[src/common/cavlcTypesPkg.sv]
`default_nettype none

package cavlcTypesPkg;

	// look-ahead window, bit 15 is the next bit of the stream
	typedef logic [15:0] bitWindow_t;

	// number of zeros ahead of the first one in the window
	typedef logic [3:0] headingPos_t;

	// predicted coefficient count, 31 stands for -1
	typedef logic [4:0] nC_t;

	// 0 to 16
	typedef logic [4:0] totalCoeff_t;

	// 0 to 3
	typedef logic [1:0] trailingOnes_t;

	// codeword length, 0 means nothing consumed
	typedef logic [4:0] codeLen_t;

	typedef struct packed {
		totalCoeff_t   totalCoeff;
		trailingOnes_t trailingOnes;
		codeLen_t      len;
	} coeffToken_t;

endpackage

`default_nettype wire

[src/common/cavlcTablePkg.sv]
`default_nettype none

package cavlcTablePkg;

	// which coeff_token table the current nC selects
	typedef logic [1:0] nCClass_t;

	localparam nCClass_t CLASS_LOW    = 2'd0;
	localparam nCClass_t CLASS_CHROMA = 2'd1;
	localparam nCClass_t CLASS_FLC    = 2'd2;
	localparam nCClass_t CLASS_NONE   = 2'd3;

	// nC = -1 in five bits
	localparam cavlcTypesPkg::nC_t NC_CHROMA_DC = 5'd31;
	localparam cavlcTypesPkg::nC_t NC_FLC_MIN   = 5'd8;

	localparam cavlcTypesPkg::codeLen_t FLC_LEN = 5'd6;

	// 000011 is the only fixed-length code with its first one here
	localparam cavlcTypesPkg::headingPos_t FLC_ZERO_POS = 4'd4;

endpackage

`default_nettype wire

[src/coeffToken/chromaDcTable.sv]
`timescale 1ns/100ps
`default_nettype none

module chromaDcTable
(
	input  wire cavlcTypesPkg::bitWindow_t  bitWindow,
	input  wire cavlcTypesPkg::headingPos_t headingPos,
	output cavlcTypesPkg::coeffToken_t      result
);

	cavlcTypesPkg::bitWindow_t suffix;

	// first bits after the leading one
	assign suffix = bitWindow << (5'(headingPos) + 5'd1);

	always_comb
	begin
		case (headingPos)
			4'd0: result = '{totalCoeff: 5'd1, trailingOnes: 2'd1, len: 5'd1};
			4'd1: result = '{totalCoeff: 5'd0, trailingOnes: 2'd0, len: 5'd2};
			4'd2: result = '{totalCoeff: 5'd2, trailingOnes: 2'd2, len: 5'd3};
			4'd3:
			begin
				result.len = 5'd6;
				case (suffix[15:14])
					2'b11:   {result.totalCoeff, result.trailingOnes} = {5'd1, 2'd0};
					2'b10:   {result.totalCoeff, result.trailingOnes} = {5'd2, 2'd1};
					2'b01:   {result.totalCoeff, result.trailingOnes} = {5'd3, 2'd3};
					default: {result.totalCoeff, result.trailingOnes} = {5'd2, 2'd0};
				endcase
			end
			4'd4:
			begin
				result.len          = 5'd6;
				result.totalCoeff   = suffix[15] ? 5'd3 : 5'd4;
				result.trailingOnes = 2'd0;
			end
			4'd5:
			begin
				result.len          = 5'd7;
				result.totalCoeff   = 5'd3;
				result.trailingOnes = suffix[15] ? 2'd1 : 2'd2;
			end
			4'd6:
			begin
				result.len          = 5'd8;
				result.totalCoeff   = 5'd4;
				result.trailingOnes = suffix[15] ? 2'd1 : 2'd2;
			end
			// 0000000, whatever follows it
			default: result = '{totalCoeff: 5'd4, trailingOnes: 2'd3, len: 5'd7};
		endcase
	end

endmodule

`default_nettype wire

[src/coeffToken/coeffTokenDecoder.sv]
`timescale 1ns/100ps
`default_nettype none

module coeffTokenDecoder
(
	input  wire                             clk,
	input  wire                             reset_n,
	input  wire                             lookup,
	input  wire cavlcTypesPkg::nC_t         nC,
	input  wire cavlcTypesPkg::bitWindow_t  bitWindow,
	output cavlcTypesPkg::coeffToken_t      token
);

	cavlcTypesPkg::headingPos_t headingPos;
	cavlcTablePkg::nCClass_t    nCClass;
	cavlcTypesPkg::coeffToken_t lowResult;
	cavlcTypesPkg::coeffToken_t chromaResult;

	tokenPrefixScan tokenPrefixScan_i (
		.bitWindow  (bitWindow),
		.nC         (nC),
		.headingPos (headingPos),
		.nCClass    (nCClass)
	);

	// both tables decode every window, selection happens later
	lowNcTable lowNcTable_i (
		.bitWindow  (bitWindow),
		.headingPos (headingPos),
		.result     (lowResult)
	);

	chromaDcTable chromaDcTable_i (
		.bitWindow  (bitWindow),
		.headingPos (headingPos),
		.result     (chromaResult)
	);

	coeffTokenSelect coeffTokenSelect_i (
		.clk          (clk),
		.reset_n      (reset_n),
		.lookup       (lookup),
		.nCClass      (nCClass),
		.bitWindow    (bitWindow),
		.headingPos   (headingPos),
		.lowResult    (lowResult),
		.chromaResult (chromaResult),
		.token        (token)
	);

endmodule

`default_nettype wire

[src/coeffToken/coeffTokenSelect.sv]
`timescale 1ns/100ps
`default_nettype none

module coeffTokenSelect
(
	input  wire                              clk,
	input  wire                              reset_n,
	input  wire                              lookup,
	input  wire cavlcTablePkg::nCClass_t     nCClass,
	input  wire cavlcTypesPkg::bitWindow_t   bitWindow,
	input  wire cavlcTypesPkg::headingPos_t  headingPos,
	input  wire cavlcTypesPkg::coeffToken_t  lowResult,
	input  wire cavlcTypesPkg::coeffToken_t  chromaResult,
	output cavlcTypesPkg::coeffToken_t       token
);

	cavlcTypesPkg::coeffToken_t   flcResult;
	cavlcTypesPkg::coeffToken_t   picked;
	cavlcTypesPkg::totalCoeff_t   heldTotal;
	cavlcTypesPkg::trailingOnes_t heldOnes;
	logic                         supported;

	assign supported = lookup && (nCClass != cavlcTablePkg::CLASS_NONE);

	// xxxxyy carries TotalCoeff-1 and TrailingOnes directly
	always_comb
	begin
		if (headingPos == cavlcTablePkg::FLC_ZERO_POS)
		begin
			flcResult.totalCoeff   = '0;
			flcResult.trailingOnes = '0;
		end
		else
		begin
			flcResult.totalCoeff   = 5'(bitWindow[15:12]) + 5'd1;
			flcResult.trailingOnes = bitWindow[11:10];
		end
		flcResult.len = cavlcTablePkg::FLC_LEN;
	end

	always_comb
	begin
		case (nCClass)
			cavlcTablePkg::CLASS_LOW:    picked = lowResult;
			cavlcTablePkg::CLASS_CHROMA: picked = chromaResult;
			default:                     picked = flcResult;
		endcase
	end

	// outside a lookup the last pair stays visible, len 0
	always_comb
	begin
		if (supported)
			token = picked;
		else
			token = '{totalCoeff: heldTotal, trailingOnes: heldOnes, len: 5'd0};
	end

	always_ff @(posedge clk)
	begin
		if (!reset_n)
		begin
			heldTotal <= '0;
			heldOnes  <= '0;
		end
		else if (supported)
		begin
			heldTotal <= picked.totalCoeff;
			heldOnes  <= picked.trailingOnes;
		end
	end

endmodule

`default_nettype wire

[src/coeffToken/lowNcTable.sv]
`timescale 1ns/100ps
`default_nettype none

module lowNcTable
(
	input  wire cavlcTypesPkg::bitWindow_t  bitWindow,
	input  wire cavlcTypesPkg::headingPos_t headingPos,
	output cavlcTypesPkg::coeffToken_t      result
);

	cavlcTypesPkg::bitWindow_t suffix;
	cavlcTypesPkg::codeLen_t   pos;
	logic [1:0]                pair;
	logic [2:0]                triple;

	assign pos = 5'(headingPos);

	// bits after the leading one, moved up to bit 15
	assign suffix = bitWindow << (pos + 5'd1);
	assign pair   = suffix[15:14];
	assign triple = suffix[15:13];

	always_comb
	begin
		result = '0;
		if (headingPos <= 4'd2)
		begin
			// 1, 01, 001
			result.totalCoeff   = pos;
			result.trailingOnes = headingPos[1:0];
			result.len          = pos + 5'd1;
		end
		else if (headingPos <= 4'd4)
		begin
			if (suffix[15])
			begin
				// 00011 and 000011, all trailing ones
				result.totalCoeff   = pos;
				result.trailingOnes = 2'd3;
				result.len          = pos + 5'd2;
			end
			else
			begin
				result.len = pos + 5'd3;
				if (headingPos == 4'd3)
				begin
					result.totalCoeff   = suffix[14] ? 5'd1 : 5'd2;
					result.trailingOnes = suffix[14] ? 2'd0 : 2'd1;
				end
				else
				begin
					result.totalCoeff   = suffix[14] ? 5'd3 : 5'd5;
					result.trailingOnes = suffix[14] ? 2'd2 : 2'd3;
				end
			end
		end
		else if (headingPos <= 4'd8)
		begin
			// regular block, two suffix bits step both counts down
			result.trailingOnes = ~pair;
			result.totalCoeff   = (pair == 2'b00) ? pos + 5'd1 : pos - 5'(pair);
			result.len          = pos + 5'd3;
		end
		else if (headingPos <= 4'd10)
		begin
			result.len = pos + 5'd4;
			if (headingPos == 4'd9)
			begin
				result.trailingOnes = (triple == 3'b000) ? 2'd0 : ~suffix[14:13];
				case (triple)
					3'b001:         result.totalCoeff = 5'd9;
					3'b011, 3'b110: result.totalCoeff = 5'd7;
					3'b100:         result.totalCoeff = 5'd10;
					3'b111:         result.totalCoeff = 5'd6;
					default:        result.totalCoeff = 5'd8;
				endcase
			end
			else
			begin
				result.trailingOnes = ~suffix[14:13];
				case (triple)
					3'b000:         result.totalCoeff = 5'd12;
					3'b001, 3'b100: result.totalCoeff = 5'd11;
					3'b110, 3'b111: result.totalCoeff = 5'd9;
					default:        result.totalCoeff = 5'd10;
				endcase
			end
		end
		else
		begin
			case (headingPos)
				4'd11:
				begin
					result.len          = 5'd15;
					result.trailingOnes = ~suffix[14:13];
					case (triple)
						3'b000:         result.totalCoeff = 5'd14;
						3'b001, 3'b100: result.totalCoeff = 5'd13;
						3'b110, 3'b111: result.totalCoeff = 5'd11;
						default:        result.totalCoeff = 5'd12;
					endcase
				end
				4'd12:
				begin
					result.len          = 5'd16;
					result.trailingOnes = ~suffix[14:13];
					case (triple)
						3'b000:                 result.totalCoeff = 5'd16;
						3'b011, 3'b101, 3'b110: result.totalCoeff = 5'd14;
						3'b111:                 result.totalCoeff = 5'd13;
						default:                result.totalCoeff = 5'd15;
					endcase
				end
				4'd13:
				begin
					result.len          = 5'd16;
					result.trailingOnes = (pair == 2'b00) ? 2'd0 : ~pair;
					result.totalCoeff   = (pair == 2'b11) ? 5'd15 : 5'd16;
				end
				4'd14:
				begin
					// 000000000000001, the only 15-bit code this deep
					result.len          = 5'd15;
					result.trailingOnes = 2'd1;
					result.totalCoeff   = 5'd13;
				end
				default:
				begin
					// no valid codeword, nothing consumed
					result = '0;
				end
			endcase
		end
	end

endmodule

`default_nettype wire

[src/design/tokenPrefixScan.sv]
`timescale 1ns/100ps
`default_nettype none

module tokenPrefixScan
(
	input  wire cavlcTypesPkg::bitWindow_t  bitWindow,
	input  wire cavlcTypesPkg::nC_t         nC,
	output cavlcTypesPkg::headingPos_t      headingPos,
	output cavlcTablePkg::nCClass_t         nCClass
);

	// scan upwards so the highest set bit is the last to write
	always_comb
	begin
		headingPos = 4'd15;
		for (int i = 0; i < 16; i++)
		begin
			if (bitWindow[i])
				headingPos = cavlcTypesPkg::headingPos_t'(15 - i);
		end
	end

	// 2 to 7 belong to tables this decoder does not carry
	always_comb
	begin
		if (nC < 5'd2)
			nCClass = cavlcTablePkg::CLASS_LOW;
		else if (nC == cavlcTablePkg::NC_CHROMA_DC)
			nCClass = cavlcTablePkg::CLASS_CHROMA;
		else if (nC >= cavlcTablePkg::NC_FLC_MIN)
			nCClass = cavlcTablePkg::CLASS_FLC;
		else
			nCClass = cavlcTablePkg::CLASS_NONE;
	end

endmodule

`default_nettype wire

[config.mk]
export PLATFORM = sky130hd
export DESIGN_NAME = coeffTokenDecoder
export DESIGN_NICKNAME = d
export VERILOG_FILES = /design/src/common/cavlcTypesPkg.sv /design/src/common/cavlcTablePkg.sv /design/src/coeffToken/chromaDcTable.sv /design/src/coeffToken/coeffTokenDecoder.sv /design/src/coeffToken/coeffTokenSelect.sv /design/src/coeffToken/lowNcTable.sv /design/src/design/tokenPrefixScan.sv
export SDC_FILE = /design/constraint.sdc
export NUM_CORES = 1
export LEC_CHECK = 0
export BUFFER_PORTS_ARGS = -buffer_cell sky130_fd_sc_hd__buf_2
export CAP_MARGIN = 40
export CORE_AREA = 2 2 74 76
export DETAILED_ROUTE_END_ITERATION = 10
export DIE_AREA = 0 0 76 78
export GPL_ROUTABILITY_DRIVEN = 0
export HOLD_SLACK_MARGIN = 0.03
export PLACE_DENSITY = 0.79
export SYNTH_ARGS = -nofsm -noshare
export SYNTH_HDL_FRONTEND = slang
export SYNTH_SLANG_ARGS = --single-unit
[constraint.sdc]
create_clock -name clk -period 9.66 [get_ports clk]
set_input_delay 0.483 -clock clk [delete_from_list [all_inputs] [get_ports clk]]
set_output_delay 0.483 -clock clk [all_outputs]
set_load 0.03 [all_outputs]
==> results.yml <==
logic_synthesis:
  edff_count_synth: 0
  avg_cell_area_syn_sq_um: 6.88
  synth_flop_cell: "sky130_fd_sc_hd__dfxtp_1"
  synth_cells: 436
  synth-seq-cells: 7
  mappedNetlistNets: 486
  synthesis.yosys.warnings: 0
  netlist_area_sq_um: 3000
  post_synth_num_cell_types: 77
  synthArstFlopShare_pct: 0
  seq_area_frac_synth_pct: 4.67
grt:
  wire_length_of_the_first_global_routing_pass_mm: 16.5
  peak_usage_layer_in_the_global_routing_report: "met2"
  grt_max_degree: 26
  initial_antenna_violation_count: 0
  gr-usage-met1_pct: 47.1
  global_route.usage.met2_pct: 51.9
  met3_track_demand_over_resource_in_global_routing_pct: 7.44
  via_count_of_the_first_global_routing_pass: 3241
  global_route_usage_over_all_layers_pct: 33.8
  grt_overflow: 0
timing:
  unrepaired_setup_endpoints_after_global_routing: "no"
  fmax_mhz: 145
  final_cycle_utilization_of_the_critical_path_pct: 71.6
  finalMaxSlewViolations: 0
  report.final.hold_viol_count: 0
  min_period_ns: 6.91
  fin_worst_skew_ns: 0
  worst_slew_margin_rel_pct: 30.0
  tightestPinTransition_ns: 1.05
  setup_tns_ns: 0
  setup_viol: 0
final_layout:
  post_route_core_utilization_pct: 62.8
  diodes: 0
  drive_above_1_share_pct: 14.6
  regArea_sq_um: 140
  layout.nets: 495
  area_growth_pct: 5.54
  area_used_by_multi_input_combinational_logic_sq_um: 2620
  num-fill-cells: 455
  count_of_non_filler_cells_in_the_finished_layout: 514
pwr:
  vdd_ir_drop_max_mv: 0.0755
  pwr-share-comb_pct: 72.3
  share_of_total_power_in_the_clock_network_pct: 15.5
  power_switching_uw: 136
  total_power_uw: 260
  power_density_nw_per_um2: 82.1
  intPower_uw: 124
  total_leakage_power_uw: 0.00129
  switching_share_pct: 52.4
  power.sequential.fraction_pct: 12.2
setup_path:
  reg_to_reg_slack_setup_ns: 8.42
  reg2reg_capture_point: "coeffTokenSelect_i.heldTotal[2]$_SDFFE_PN0P_"
  critical_path_arrival_ns: 6.43
  timing_worst_setup_path_type: "in -> out"
  setup.worst_path.start_class: "primary input"
  worst-path-max-fanout: 18
  regToRegStartpoint: "coeffTokenSelect_i.heldTotal[2]$_SDFFE_PN0P_"
  reg2regPathDepth: 5
  crit_required_ns: 9.18
  critical_path.endpoint_type: "output pin"
cts:
  cts_num_sinks: 7
  clk-insertion-delay-late_ns: 0.22
  cts_tree: "yes"
  post-cts-setup-buffer-count: 0
  cts_hold_buffers: 0
  cts.reportedPaths.clkPinSlew_ns: 0.04
  numCtsBuffers: 3
  clock-root-buffer: "sky130_fd_sc_hd__clkbuf_8"
  cts-resized-gates: 0
  cts_max_path_buffers: 2
  deepest_level_of_the_cts_h_tree: 1
min_path:
  hold_path.startpoint: "reset_n"
  hold-path-cell-count: 2
  hold_path_class: "in -> reg"
  hold-path-endpoint: "coeffTokenSelect_i.heldTotal[4]$_SDFFE_PN0P_"
floorplan:
  io_pins: 36
  effective_utilization_at_floorplan_pct: 59.5
  dieHeight_um: 78
  rows: 26
  fp.dieArea_sq_um: 5930
  fp.dieW_um: 76
  core_area_sq_um: 5040
placed_design:
  placed_cells: 510
  dp.final_hpwl_mm: 7.81
  buffer_ports.inserted: 35
drt:
  via_per_inst: 7.33
  drcViolationCount: 0
  detailroute.via_count: 3769
  finalWirelength_mm: 10.4
  wl_per_cell_um: 20.1
  ant_nets: 0
  dr.pass1.iters: 9
  first_iter_violations: 623
status:
  outcome: "complete, no violations"
flow_run:
  max-cap-violations: 0
[Yosys cell counts, types with 4 or more instances]
| library cell | n | share of area, % |
|---|---|---|
| sky130_fd_sc_hd__a31oi_1 | 7 | 1.5 |
| sky130_fd_sc_hd__o21a_1 | 5 | 1.3 |
| sky130_fd_sc_hd__o31ai_1 | 8 | 2.0 |
| sky130_fd_sc_hd__dfxtp_1 | 7 | 4.7 |
| sky130_fd_sc_hd__and3_1 | 4 | 0.83 |
| sky130_fd_sc_hd__inv_1 | 19 | 2.4 |
| sky130_fd_sc_hd__nand2_1 | 38 | 4.8 |
| sky130_fd_sc_hd__a21o_1 | 11 | 2.8 |
| sky130_fd_sc_hd__o31a_1 | 4 | 1.2 |
| sky130_fd_sc_hd__a22oi_1 | 4 | 1.0 |
| sky130_fd_sc_hd__a211oi_1 | 11 | 2.8 |
| sky130_fd_sc_hd__mux2i_1 | 7 | 2.3 |
| sky130_fd_sc_hd__xnor2_1 | 6 | 1.8 |
| sky130_fd_sc_hd__nor3_1 | 17 | 2.8 |
| sky130_fd_sc_hd__o221ai_1 | 5 | 1.5 |
| sky130_fd_sc_hd__and2_1 | 5 | 1.0 |
| sky130_fd_sc_hd__nor4_1 | 4 | 0.83 |
| sky130_fd_sc_hd__nor2_1 | 35 | 4.4 |
| sky130_fd_sc_hd__o211ai_1 | 13 | 3.3 |
| sky130_fd_sc_hd__o21ai_0 | 32 | 5.3 |
| sky130_fd_sc_hd__ha_1 | 24 | 10 |
| sky130_fd_sc_hd__nand3_1 | 12 | 2.0 |
| sky130_fd_sc_hd__clkbuf_1 | 24 | 3.0 |
| sky130_fd_sc_hd__a21oi_1 | 43 | 7.2 |
| sky130_fd_sc_hd__buf_2 | 5 | 0.83 |
[power groups by stage]
| stage | combinational, uW | sequential, uW | clock, uW |
|---|---|---|---|
| 3_3_place_gp | 177 | 32.2 | 0 |
| 5_1_grt | 202 | 31.9 | 43.4 |
| 3_5_place_dp | 179 | 32.2 | 0 |
| 4_1_cts | 180 | 31.7 | 41.0 |
| 2_1_floorplan | 139 | 31.9 | 0 |
| 6_report | 188 | 31.7 | 40.4 |
[sequential cells by signal, summed over array words and instances, names as in the netlist]
signal / cells
coeffTokenSelect_i.heldTotal: 5
coeffTokenSelect_i.heldOnes: 2
[per-layer routing]
layer,vias up,wire [um]
li1,1697,-
met1,1715,4130
met2,315,4370
met3,42,1530
met4,0,320
met5,-,0
[layout make-up]
cell class / count / share of cell area, %
Sequential cell: 7 / 4.42
Timing Repair Buffer: 38 / 6.24
Clock buffer: 4 / 1.42
Inverter: 21 / 2.57
Tap cell: 70 / 2.76
Multi-Input combinational cell: 374 / 82.6
[critical path, cell delays in order]
cell and delay, ns:
sky130_fd_sc_hd__buf_2 0.14, sky130_fd_sc_hd__or3_1 0.41, sky130_fd_sc_hd__a21o_1 0.23, sky130_fd_sc_hd__o211ai_4 0.24
sky130_fd_sc_hd__nand2_2 0.25, sky130_fd_sc_hd__inv_1 0.46, sky130_fd_sc_hd__ha_1 0.66, sky130_fd_sc_hd__inv_1 0.27
sky130_fd_sc_hd__nor3_1 0.28, sky130_fd_sc_hd__a21oi_1 0.06, sky130_fd_sc_hd__a211oi_1 0.15, sky130_fd_sc_hd__or2_1 0.58
sky130_fd_sc_hd__inv_1 0.34, sky130_fd_sc_hd__ha_1 0.38, sky130_fd_sc_hd__mux2_2 0.31, sky130_fd_sc_hd__a21oi_1 0.26
sky130_fd_sc_hd__and3_1 0.22, sky130_fd_sc_hd__o311ai_0 0.13, sky130_fd_sc_hd__o211ai_1 0.14, sky130_fd_sc_hd__nor3_1 0.08
sky130_fd_sc_hd__a21oi_1 0.14, sky130_fd_sc_hd__buf_2 0.21
[cells by family after synthesis]
logic type	share of synthesized area, %
AOI/OAI and AO/OA	45.9
xor gates and xnor gates	2.67
buffers and inverters	8.17
DFF	4.67
and+or+nand+nor	22.3
muxes	4.96
adders and majority gates	11.3
[through the flow]
step	hold WS (ns)	instance area, sq um	setup slack [ns]
global route	0.525	3170	2.25
floorplan	0.512	3000	3.52
global placement	0.519	3120	3.15
CTS	0.514	3170	2.92
finish	0.512	3170	2.75
detailed placement	0.530	3120	2.92
[placed cells by master, fill, tap and decap left out, drive strengths merged, types with 5 or more instances in the layout]
cell     n
a211oi  12
a21o    11
a21oi   43
a22oi    5
a31oi    7
and2     6
buf     38
dfxtp    7
ha      24
inv     21
mux2i    7
nand2   39
nand3   12
nor2    35
nor3    17
nor4     5
o211ai  14
o21a     6
o21ai   35
o221ai   5
o31ai    9
xnor2    7
[worst max-delay path by stage]
stage,from,end,cells past startpoint
after floorplan,bitWindow[9],token[8],24
after global routing,bitWindow[9],token[8],22
after global placement,bitWindow[9],token[7],23
after detailed placement,bitWindow[9],token[8],22
final,bitWindow[9],token[8],22
after CTS,bitWindow[9],token[8],22
Power figures use the tool's default switching activity.
